$ cat src/sdCardPkg.sv
package sdCardPkg;

    // ============================================================
    // Frame geometry and CRC polynomials
    // ============================================================
    localparam int CMD_FRAME_BITS = 48;

    localparam int         CRC7_WIDTH = 7;
    localparam logic [6:0] CRC7_POLY  = 7'h09;

    localparam int          CRC16_WIDTH = 16;
    localparam logic [15:0] CRC16_POLY  = 16'h1021;

    localparam int DAT_LANES = 4;

    // ============================================================
    // Command indices
    // ============================================================
    localparam logic [5:0] CMD_GO_IDLE      = 6'd0;
    localparam logic [5:0] CMD_SEND_RCA     = 6'd3;
    localparam logic [5:0] CMD_SELECT       = 6'd7;
    localparam logic [5:0] CMD_SEND_IF_COND = 6'd8;
    localparam logic [5:0] CMD_STOP         = 6'd12;
    localparam logic [5:0] CMD_READ_MULTI   = 6'd18;
    localparam logic [5:0] CMD_APP          = 6'd55;
    // Only valid right after CMD55
    localparam logic [5:0] ACMD_OP_COND     = 6'd41;

    // ============================================================
    // Response contents
    // ============================================================
    localparam logic [15:0] RCA_VALUE        = 16'hAAAA;
    localparam logic [15:0] R6_STATUS        = 16'h0520;
    localparam logic [31:0] R1_STATUS_SELECT = 32'h00000700;
    localparam logic [31:0] R1_STATUS_TRAN   = 32'h00000900;
    localparam logic [31:0] R1_STATUS_APP    = 32'h00000120;

    // R3 carries the OCR with busy bit set, and no real CRC
    localparam logic [31:0] R3_OCR_READY = 32'hC1FF8080;
    localparam logic [5:0]  R3_INDEX     = 6'h3F;
    localparam logic [6:0]  R3_CRC       = 7'h7F;

    // ============================================================
    // Bus timing in card clock cycles
    // ============================================================
    localparam int NCR_CYCLES       = 2;
    localparam int BLOCK_NIBBLES    = 1024;
    localparam int BLOCK_GAP_CYCLES = 2;

endpackage

$ cat src/sdCrc.sv
`timescale 1ns/1ps

module sdCrc #(
    parameter int              WIDTH = 7,
    parameter logic [WIDTH-1:0] POLY = 7'h09
) (
    input  logic             clk,
    input  logic             rst_,
    input  logic             clear,
    input  logic             enable,
    input  logic             din,
    output logic [WIDTH-1:0] crc
);

    logic             feedback;
    logic [WIDTH-1:0] crcNext;

    // Incoming bit folds into the top of the register
    assign feedback = din ^ crc[WIDTH-1];
    assign crcNext  = {crc[WIDTH-2:0], 1'b0} ^ (feedback ? POLY : '0);

    always_ff @(posedge clk) begin
        if (!rst_ || clear) begin
            crc <= '0;
        end else if (enable) begin
            crc <= crcNext;
        end
    end

endmodule

$ cat src/sdCmdReceiver.sv
`timescale 1ns/1ps

module sdCmdReceiver
    import sdCardPkg::*;
(
    input  logic        clk,
    input  logic        rst_,
    input  logic        cmdIn,
    output logic        cmdValid,
    output logic [5:0]  cmdIndex,
    output logic [31:0] cmdArg,
    output logic        cmdOk
);

    logic        busy;
    logic [5:0]  bitCount;
    logic [46:0] shiftReg;
    logic [6:0]  crc;
    logic        crcEnable;
    logic        frameDone;

    // Last bit of the frame is on cmdIn while bitCount sits at 47
    assign frameDone = busy && (bitCount == 6'(CMD_FRAME_BITS - 1));

    // Start bit is covered too, so enable on it while still idle
    assign crcEnable = busy ? (bitCount < 6'(CMD_FRAME_BITS - 8)) : !cmdIn;

    sdCrc #(
        .WIDTH (CRC7_WIDTH),
        .POLY  (CRC7_POLY)
    ) i_crc7 (
        .clk    (clk),
        .rst_   (rst_),
        .clear  (frameDone),
        .enable (crcEnable),
        .din    (cmdIn),
        .crc    (crc)
    );

    // ============================================================
    // Framing
    // ============================================================
    always_ff @(posedge clk) begin
        if (!rst_) begin
            busy     <= 1'b0;
            bitCount <= '0;
            cmdValid <= 1'b0;
        end else begin
            cmdValid <= frameDone;
            if (frameDone) begin
                busy <= 1'b0;
            end else if (busy) begin
                bitCount <= bitCount + 6'd1;
            end else if (!cmdIn) begin
                busy     <= 1'b1;
                bitCount <= 6'd1;
            end
        end
    end

    // Line history; at frame end it holds bits 47 down to 1
    always_ff @(posedge clk) begin
        shiftReg <= {shiftReg[45:0], cmdIn};
        if (frameDone) begin
            cmdIndex <= shiftReg[44:39];
            cmdArg   <= shiftReg[38:7];
            // Transmission bit, CRC7 and end bit
            cmdOk    <= shiftReg[45] && (shiftReg[6:0] == crc) && cmdIn;
        end
    end

endmodule

$ cat src/sdCmdResponder.sv
`timescale 1ns/1ps

module sdCmdResponder
    import sdCardPkg::*;
(
    input  logic        clk,
    input  logic        rst_,
    input  logic        cmdValid,
    input  logic [5:0]  cmdIndex,
    input  logic [31:0] cmdArg,
    input  logic        cmdOk,
    output logic        cmdOut,
    output logic        cmdOe,
    output logic        readStart,
    output logic        readStop
);

    logic        accept;
    logic        respond;
    logic [5:0]  respIndex;
    logic [31:0] respArg;
    logic        respFixedCrc;
    logic        respRead;

    logic [15:0] rca;
    logic        appCmd;

    logic        pending;
    logic [3:0]  delayCount;
    logic        loadNow;
    logic [5:0]  pendIndex;
    logic [31:0] pendArg;
    logic        pendFixedCrc;
    logic        pendRead;

    logic [5:0]  bitCount;
    logic [47:0] shiftReg;
    logic [6:0]  crc;
    logic [6:0]  crcField;
    logic        crcPhase;

    // Busy from acceptance until the end bit has gone out
    assign accept   = cmdValid && cmdOk && !pending && !cmdOe;
    assign loadNow  = pending && (delayCount == 4'd0);
    assign readStop = accept && (cmdIndex == CMD_STOP);

    // ============================================================
    // Command decode
    // ============================================================
    always_comb begin
        respond      = 1'b0;
        respIndex    = cmdIndex;
        respArg      = '0;
        respFixedCrc = 1'b0;
        respRead     = 1'b0;
        case (cmdIndex)
            CMD_SEND_RCA: begin
                respond = 1'b1;
                respArg = {RCA_VALUE, R6_STATUS};
            end
            CMD_SELECT: begin
                respond = (cmdArg[31:16] == rca);
                respArg = R1_STATUS_SELECT;
            end
            CMD_SEND_IF_COND: begin
                respond = 1'b1;
                respArg = {20'h00000, cmdArg[11:0]};
            end
            CMD_STOP: begin
                respond = 1'b1;
                respArg = R1_STATUS_TRAN;
            end
            CMD_READ_MULTI: begin
                respond  = 1'b1;
                respArg  = R1_STATUS_TRAN;
                respRead = 1'b1;
            end
            CMD_APP: begin
                respond = 1'b1;
                respArg = R1_STATUS_APP;
            end
            ACMD_OP_COND: begin
                // Plain CMD41 is unknown to the card
                respond      = appCmd;
                respIndex    = R3_INDEX;
                respArg      = R3_OCR_READY;
                respFixedCrc = 1'b1;
            end
            default: begin
                respond = 1'b0;
            end
        endcase
    end

    // ============================================================
    // Card state, NCR delay and bit counter
    // ============================================================
    always_ff @(posedge clk) begin
        if (!rst_) begin
            rca        <= '0;
            appCmd     <= 1'b0;
            pending    <= 1'b0;
            delayCount <= '0;
            cmdOe      <= 1'b0;
            bitCount   <= '0;
        end else begin
            if (accept) begin
                appCmd <= (cmdIndex == CMD_APP);
                if (cmdIndex == CMD_GO_IDLE) begin
                    rca <= '0;
                end else if (cmdIndex == CMD_SEND_RCA) begin
                    rca <= RCA_VALUE;
                end
                if (respond) begin
                    pending    <= 1'b1;
                    delayCount <= 4'(NCR_CYCLES - 1);
                end
            end
            if (loadNow) begin
                pending  <= 1'b0;
                cmdOe    <= 1'b1;
                bitCount <= '0;
            end else if (pending) begin
                delayCount <= delayCount - 4'd1;
            end
            if (cmdOe) begin
                if (bitCount == 6'(CMD_FRAME_BITS - 1)) begin
                    cmdOe <= 1'b0;
                end else begin
                    bitCount <= bitCount + 6'd1;
                end
            end
        end
    end

    // Response payload, CRC slot left empty in the shift register
    always_ff @(posedge clk) begin
        if (accept) begin
            pendIndex    <= respIndex;
            pendArg      <= respArg;
            pendFixedCrc <= respFixedCrc;
            pendRead     <= respRead;
        end
        if (loadNow) begin
            shiftReg <= {2'b00, pendIndex, pendArg, 7'h00, 1'b1};
        end else if (cmdOe) begin
            shiftReg <= {shiftReg[46:0], 1'b1};
        end
    end

    sdCrc #(
        .WIDTH (CRC7_WIDTH),
        .POLY  (CRC7_POLY)
    ) i_crc7 (
        .clk    (clk),
        .rst_   (rst_),
        .clear  (loadNow),
        .enable (cmdOe && (bitCount < 6'(CMD_FRAME_BITS - 8))),
        .din    (shiftReg[47]),
        .crc    (crc)
    );

    // Bits 40 to 46 come from the CRC instead of the shift register
    assign crcPhase = (bitCount >= 6'(CMD_FRAME_BITS - 8))
                   && (bitCount < 6'(CMD_FRAME_BITS - 1));
    assign crcField = pendFixedCrc ? R3_CRC : crc;

    assign cmdOut = !cmdOe ? 1'b1
                  : crcPhase ? crcField[3'(6'(CMD_FRAME_BITS - 2) - bitCount)]
                  : shiftReg[47];

    // Data starts right after the end bit of the CMD18 response
    assign readStart = cmdOe && pendRead && (bitCount == 6'(CMD_FRAME_BITS - 1));

endmodule

$ cat src/sdReadSender.sv
`timescale 1ns/1ps

module sdReadSender
    import sdCardPkg::*;
(
    input  logic                 clk,
    input  logic                 rst_,
    input  logic                 readStart,
    input  logic                 readStop,
    output logic [DAT_LANES-1:0] datOut,
    output logic                 datOe
);

    typedef enum logic [2:0] {
        PH_IDLE,
        PH_START,
        PH_DATA,
        PH_CRC,
        PH_END,
        PH_GAP
    } phaseType;

    phaseType    phase;
    logic [9:0]  count;
    logic [7:0]  patternByte;
    logic [3:0]  dataNibble;
    logic [3:0]  crcSel;
    logic [15:0] laneCrc [DAT_LANES];
    logic        crcClear;
    logic        crcEnable;

    // ============================================================
    // Block sequencing
    // ============================================================
    always_ff @(posedge clk) begin
        if (!rst_) begin
            phase <= PH_IDLE;
            count <= '0;
        end else if (readStop) begin
            phase <= PH_IDLE;
        end else if (readStart) begin
            phase <= PH_START;
        end else begin
            case (phase)
                PH_START: begin
                    phase <= PH_DATA;
                    count <= '0;
                end
                PH_DATA: begin
                    if (count == 10'(BLOCK_NIBBLES - 1)) begin
                        phase <= PH_CRC;
                        count <= '0;
                    end else begin
                        count <= count + 10'd1;
                    end
                end
                PH_CRC: begin
                    if (count == 10'(CRC16_WIDTH - 1)) begin
                        phase <= PH_END;
                    end else begin
                        count <= count + 10'd1;
                    end
                end
                PH_END: begin
                    phase <= PH_GAP;
                    count <= '0;
                end
                PH_GAP: begin
                    if (count == 10'(BLOCK_GAP_CYCLES - 1)) begin
                        phase <= PH_START;
                    end else begin
                        count <= count + 10'd1;
                    end
                end
                default: begin
                    phase <= PH_IDLE;
                end
            endcase
        end
    end

    // Byte k of the block is k mod 256, high nibble first
    assign patternByte = count[8:1];
    assign dataNibble  = count[0] ? patternByte[3:0] : patternByte[7:4];
    assign crcSel      = 4'(CRC16_WIDTH - 1) - count[3:0];

    // ============================================================
    // DAT lane CRC16, one per lane
    // ============================================================
    assign crcClear  = (phase == PH_START);
    assign crcEnable = (phase == PH_DATA);

    for (genvar lane = 0; lane < DAT_LANES; lane++) begin : genLaneCrc
        sdCrc #(
            .WIDTH (CRC16_WIDTH),
            .POLY  (CRC16_POLY)
        ) i_crc16 (
            .clk    (clk),
            .rst_   (rst_),
            .clear  (crcClear),
            .enable (crcEnable),
            .din    (datOut[lane]),
            .crc    (laneCrc[lane])
        );
    end

    always_comb begin
        datOe = (phase == PH_START) || (phase == PH_DATA)
             || (phase == PH_CRC) || (phase == PH_END);
        case (phase)
            PH_START: datOut = '0;
            PH_DATA:  datOut = dataNibble;
            PH_CRC: begin
                // Each lane sends its own CRC, MSB first
                for (int lane = 0; lane < DAT_LANES; lane++) begin
                    datOut[lane] = laneCrc[lane][crcSel];
                end
            end
            default:  datOut = '1;
        endcase
    end

endmodule

$ cat src/sdCardTop.sv
`timescale 1ns/1ps

module sdCardTop
    import sdCardPkg::*;
(
    input  logic                 clk,
    input  logic                 rst_,
    input  logic                 cmdIn,
    output logic                 cmdOut,
    output logic                 cmdOe,
    output logic [DAT_LANES-1:0] datOut,
    output logic                 datOe
);

    logic        cmdValid;
    logic [5:0]  cmdIndex;
    logic [31:0] cmdArg;
    logic        cmdOk;
    logic        readStart;
    logic        readStop;

    sdCmdReceiver i_cmdReceiver (
        .clk      (clk),
        .rst_     (rst_),
        .cmdIn    (cmdIn),
        .cmdValid (cmdValid),
        .cmdIndex (cmdIndex),
        .cmdArg   (cmdArg),
        .cmdOk    (cmdOk)
    );

    sdCmdResponder i_cmdResponder (
        .clk       (clk),
        .rst_      (rst_),
        .cmdValid  (cmdValid),
        .cmdIndex  (cmdIndex),
        .cmdArg    (cmdArg),
        .cmdOk     (cmdOk),
        .cmdOut    (cmdOut),
        .cmdOe     (cmdOe),
        .readStart (readStart),
        .readStop  (readStop)
    );

    sdReadSender i_readSender (
        .clk       (clk),
        .rst_      (rst_),
        .readStart (readStart),
        .readStop  (readStop),
        .datOut    (datOut),
        .datOe     (datOe)
    );

endmodule

$ cat config.mk
export PLATFORM = sky130hd
export DESIGN_NAME = sdCardTop
export DESIGN_NICKNAME = d
export VERILOG_FILES = /design/src/sdCardPkg.sv /design/src/sdCrc.sv /design/src/sdCmdReceiver.sv /design/src/sdCmdResponder.sv /design/src/sdReadSender.sv /design/src/sdCardTop.sv
export SDC_FILE = /design/constraint.sdc
export NUM_CORES = 1
export LEC_CHECK = 0
export BUFFER_PORTS_ARGS = -buffer_cell sky130_fd_sc_hd__buf_4
export CAP_MARGIN = 20
export CORE_UTILIZATION = 35
export DETAILED_ROUTE_END_ITERATION = 8
export SLEW_MARGIN = 20
export SYNTH_ARGS = -nofsm -noshare
export SYNTH_HDL_FRONTEND = slang
export SYNTH_HIERARCHICAL = 1
export SYNTH_SLANG_ARGS = --single-unit
$ cat constraint.sdc
create_clock -name clk -period 4.23 [get_ports clk]
set_input_delay 0.846 -clock clk [delete_from_list [all_inputs] [get_ports clk]]
set_output_delay 0.846 -clock clk [all_outputs]
set_load 0.005 [all_outputs]
## After elaboration in Yosys (flattened, before gate mapping)

Cells that the tools add are included.

- Add/subtract/negate cells: 6
- $lt $le $gt $ge: 6
- Equal/unequal tests: 28
- Muxes and demuxes: 53
- Bitwise operators: 16
- Reduce and logical (&&, ||, !) cells: 40

Operator list:

| kind | count |
|---|---|
| 32-bit one-hot mux with 6 select lines | 1 |
| 46-bit 2-to-1 mux | 2 |
| 16-bit by 13-bit XOR with 16-bit output | 4 |
| 13-bit 2-to-1 mux | 4 |
| 10-bit one-hot mux with 4 select lines | 1 |
| 16-bit 2-to-1 mux | 2 |
| 10-bit 2-to-1 mux | 3 |
| 6-bit 2-to-1 mux | 5 |
| 4-bit 2-to-1 mux | 7 |
| 6-bit == test, second input constant | 4 |
| 6-bit less-than comparator, second input constant | 3 |
| 1-bit binary-select mux with 4-bit select | 4 |
| 16-bit == test | 1 |
| 1-bit 2-to-1 mux | 16 |
| 3-bit one-hot mux with 5 select lines | 1 |
| 7-bit by 4-bit XOR with 7-bit output | 2 |
| 6-bit by 1-bit adder with 6-bit output, second input constant | 2 |
| 6-bit by 4-bit == test with 1-bit output, second input constant | 2 |
| 1-bit logical AND | 12 |
| 4-bit one-hot mux with 3 select lines | 1 |
| 10-bit by 1-bit adder with 10-bit output, second input constant | 1 |
| 10-bit by 1-bit == test with 1-bit output, second input constant | 1 |
| 10-bit == test, second input constant | 1 |
| 10-bit by 4-bit == test with 1-bit output, second input constant | 1 |
| other kinds (35) | 68 |

- Flip-flop bits (word level): 300
- Input port bits: 3
- Output and inout bits: 7
- Logic and storage cells: 177

## Depth between registers and ports, before layout

- Depth in word-level cells: 7
- Gate-level depth with buffers: 9
- Mapped depth without buffers: 9

## Cells and area by module

Netlist, hierarchy kept.

Modules (own cells, without submodules):

| module | instances | cells an instance | area an instance (µm²) | seq. area each (µm²) |
|---|---|---|---|---|
| sdCmdResponder | 1 | 361 | 3880.0 | 2292.2 |
| sdCrc (i_readSender.genLaneCrc[0].i_crc16 ...) | 4 | 73 | 729.4 | 320.3 |
| sdCmdReceiver | 1 | 139 | 2575.0 | 2252.2 |
| sdReadSender | 1 | 153 | 1545.2 | 260.2 |
| sdCrc (i_cmdReceiver.i_crc7 ...) | 2 | 33 | 335.3 | 140.1 |

## Worst setup path before layout

Ideal clock, no wire load.

- Kind: register -> register
- From: reg i_cmdReceiver.bitCount[0]
- To: reg i_cmdReceiver.i_crc7.crc[3]
- Library setup time: 0.120 ns
- Data arrival time: 4.509 ns
- Required time: 4.110 ns
- Slack: -0.399 ns
- Cell stages (with the launch flop): 8
- Buffers on the path: 1
- Clock period less this slack: 4.629 ns
- Cells stage by stage: dfxtp_1 -> ha_1 -> nand3_2 -> nor3_1 -> nand2b_4 -> buf_6 -> nor2_1 -> a211o_1

- Longest elaborated chain between the ends: 3
- Elaborated cells between the ends (all ways): 5
- Classes of those cells: order compare: 1; eq/ne: 1; mux: 1; reduce/logical: 2

Ends and longest elaborated chain:

| item | RTL line | source |
|---|---|---|
| from (decl) | sdCmdReceiver.sv:16 | `logic [5:0] bitCount;` |
| from (signal assigned) | sdCmdReceiver.sv:53 | `bitCount <= bitCount + 6'd1;` |
| 6-bit == test | sdCmdReceiver.sv:23 | `assign frameDone = busy && (bitCount == 6'(CMD_FRAME_BITS - 1));` |
| 1-bit logical AND | sdCmdReceiver.sv:23 |  |
| named net i_cmdReceiver.frameDone | sdCmdReceiver.sv:20 | `logic frameDone;` |
| 1-bit logical OR | sdCrc.sv:23 | `if (!rst_ \|\| clear) begin` |
| to (signal assigned) | sdCrc.sv:26 | `crc <= crcNext;` |
| to (decl) | sdCrc.sv:12 | `output logic [WIDTH-1:0] crc` |

The timed path passes the listed nets, and every way through them passes these cells.
A chain may end at the register's enable or synchronous reset.

## Worst setup path after layout

- From: reg i_readSender.count[0]
- To: out datOut[1]

- Longest elaborated chain between the ends: 4
- Elaborated cells between the ends (all ways): 5
- Classes of those cells: add/sub: 1; mux: 4

Ends and longest elaborated chain:

| item | RTL line | source |
|---|---|---|
| from (decl) | sdReadSender.sv:24 | `logic [9:0] count;` |
| from (signal assigned) | sdReadSender.sv:54 | `count <= count + 10'd1;` |
| from (signal assigned) | sdReadSender.sv:61 | `count <= count + 10'd1;` |
| from (signal assigned) | sdReadSender.sv:72 | `count <= count + 10'd1;` |
| 4-bit subtractor | sdReadSender.sv:85 | `assign crcSel = 4'(CRC16_WIDTH - 1) - count[3:0];` |
| 1-bit binary-select mux with 4-bit select | sdReadSender.sv:116 | `datOut[lane] = laneCrc[lane][crcSel];` |
| 1-bit 2-to-1 mux (not written as such) | sdReadSender.sv:116 |  |
| 4-bit one-hot mux with 3 select lines * | sdReadSender.sv:110 | `case (phase)` |
| to (decl) | sdCardTop.sv:11 | `output logic [DAT_LANES-1:0] datOut,` |

Every way passes the cells marked *; elsewhere a longest branch is shown, timed or not. The select of a mux whose other input is x is not followed.

==> parameters.txt <==
Parameter                              Value

Outcome
  Status    completed

Setup path
  Cells along the critical path    buf_4, mux4_1, mux2_2, a221oi_1, o21ai_1, buf_4
  Kind of end point of the critical path    output pin
  Data arrival time of the critical path    2.94 ns
  Most used cell along the critical path    sky130_fd_sc_hd__buf_4
  Top fanout value on the critical path    12
  Kind of start point of the critical path    flip-flop
  Critical Path Slowest Stage Cell    sky130_fd_sc_hd__dfxtp_1
  CP Launch Point    i_readSender/count[0]$_SDFFE_PN0P_
  Total buffers and inverters traversed by the critical path    2
  Gate family responsible for the most delay along the worst path    multiplexers
  Required time reported for the critical path endpoint    3.38 ns
  Max stage delay on crit path    0.75 ns
  Crit path kind    flip-flop to output pin
  Critical R2R Launch    i_readSender/count[0]$_SDFFE_PN0P_

Synthesis
  Number of warnings printed during yosys synthesis    6
  Cell area after synthesis    11500 µm²
  Count of mapped cells out of synthesis    1007
  Avg Inst Size Synth    11.4 µm²
  Number of nets in the synthesized netlist    1019

Timing
  Shortest clock period the worst path allows after layout    3.78 ns
  Number of endpoints with negative hold slack in the final report    0
  Actual transition at the worst max-transition pin    0.967 ns
  Setup Skew    0.0271 ns
  Final number of max-transition violations    0
  Final worst path period share    89.5%
  Relative slew margins    35.5%
  Setup repair after global routing missed its margin    no
  Setup TNS    0 ns
  Highest attainable clock frequency    264 MHz
  # setup viols final    0

Floorplan
  Horizontal extent of the die    183 µm
  Initial core utilization    36.0%
  Total core area    31900 µm²
  IO Count    10
  Height of the chip    183 µm
  FP Rows    65
  Die area    33500 µm²

Drt
  Remaining number of nets flagged by the antenna check after routing    0
  Top layer used by detailed routing    met4
  Met3 wire length    663 µm
  Average via count per standard cell    4.84
  Routed len/inst    13.8 µm
  First drt pass iteration count    5
  Initial DRC Count    473
  Total wire length after detailed routing    19200 µm
  Met2 wire length    8420 µm
  Met1 routed wirelength after detailed routing    9680 µm
  DRC violations left    0
  Routed vias    6760

Final layout
  Count of nets after finishing    954
  Area added between synthesis and finish    7.10%
  Number of antenna diodes    0
  Fill cell total of the finished layout    3057
  Fraction of layout instances using a drive strength above 1    12.3%
  Layout Cell Area excl Fill    12300 µm²

Place
  Final GP Congestion    0.805
  Dpl hpwl    12300 µm
  Number of I/O port buffers    9
  Placed inst area    11400 µm²

Pwr
  Maximum vdd drop    0.279 mV
  Post-layout power    0.00510 W
  Leak    4.28 nW
  Pwr/cell area    415 nW/µm²

Global route
  Largest net degree at the start of global routing    48
  Total global routing overflow    0
  Tot GR Track Use    11.6%
  First-pass GRT wire length    32500 µm
  Initial antenna violation count    0
  Vias in the first global route    6424

Clock network
  Resized cells post-CTS    0
  Clock latency at the later pin of the worst-skew pair    0.56 ns
  Max Root-Sink Buffers    3
  Setup Fix Bufs, Post-CTS    0
  Clk pin slew, worst setup/hold paths    0.06 ns
  CTS root buffer    sky130_fd_sc_hd__clkbuf_16
  CTS buffer count    28
  Cts hold-fix bufs    0
  CTS tree    yes
  H-tree level count    1
  TritonCTS sink count    264

Min path
  Path category of the worst min-delay check    flip-flop to flip-flop
  Worst Min Path Start    i_cmdReceiver/shiftReg[21]$_DFF_P_

Run
  Max-cap viol count    0
[through the flow]
step	hold WS [ns]	util, %	setup slack (ns)	cells
after floorplan	0.310	-	1.14	1007
after global placement	0.310	35.7	1.01	1347
after detailed placement	0.315	35.7	0.981	1347
after CTS	0.331	38.5	0.392	1396
after global routing	0.342	38.5	0.283	1396
final	0.331	38.5	0.445	1396
[metal layers]
layer / vias up / global-route usage (%)
met1: 3250 / 16.7
met2: 84 / 17.6
met3: 32 / 1.89
li1: 3394 / -
met4: 0 / 3.90
met5: - / 0
[power breakdown]
group / switching (W) / internal (W)
Sequential: 0.0000179 / 0.00265
Combinational: 0.0000348 / 0.0000214
Clock: 0.000991 / 0.00139
[state kept, by name, summed over array words and instances (netlist names), 7 cells and up]
signal	flops
i_readSender/genLaneCrc.i_crc16/crc	64
i_cmdResponder/shiftReg	47
i_cmdReceiver/shiftReg	46
i_cmdReceiver/cmdArg	28
i_cmdResponder/pendArg	15
i_readSender/count	10
i_cmdReceiver/i_crc7/crc	7
i_cmdResponder/i_crc7/crc	7
[layout make-up]
cell class / count / area [µm²] / area share, %
multi-input cells: 614 / 4380 / 35.6
flip-flops and latches: 264 / 6250 / 50.9
repair buffers: 20 / 150 / 1.22
well taps: 435 / 544 / 4.43
inverters: 14 / 52.6 / 0.428
clock inverters: 12 / 115 / 0.937
clock buffers: 37 / 797 / 6.49
[worst reg2reg max path: cells and delay by family, from the launching register on]
kind	cells	cell delay [ns]
XOR/XNOR	1	0.22
buffers and inverters	1	0.26
flip-flops	1	0.75
multiplexers	2	0.82
AO/OA/AOI/OAI	2	0.40
AND/OR/NAND/NOR	2	0.46
[path summary, 6_finish.rpt]
path / end / slack [ns] / depth (start not counted)
worst max-delay path: datOut[1] / 0.45 / 6
worst min-delay path: i_cmdReceiver/shiftReg[22]$_DFF_P_ / 0.33 / 0
worst max register to register: i_readSender/genLaneCrc[1].i_crc16/crc[12]$_SDFFE_PP0P_ / 1.27 / 8
worst min register to register: i_cmdReceiver/shiftReg[22]$_DFF_P_ / 0.33 / 0
[cell usage in the layout, fill, tap and decap left out, types with 16 or more instances in the layout]
cell and instances:
sky130_fd_sc_hd__nor2_1 106, sky130_fd_sc_hd__clkbuf_16 30, sky130_fd_sc_hd__buf_4 20, sky130_fd_sc_hd__dfxtp_1 167, sky130_fd_sc_hd__mux2i_1 80, sky130_fd_sc_hd__edfxtp_1 96, sky130_fd_sc_hd__nand3_1 39, sky130_fd_sc_hd__nand2_1 88
sky130_fd_sc_hd__and3_1 16, sky130_fd_sc_hd__a21oi_1 18
Note: power is estimated with default switching activity, not from simulation.
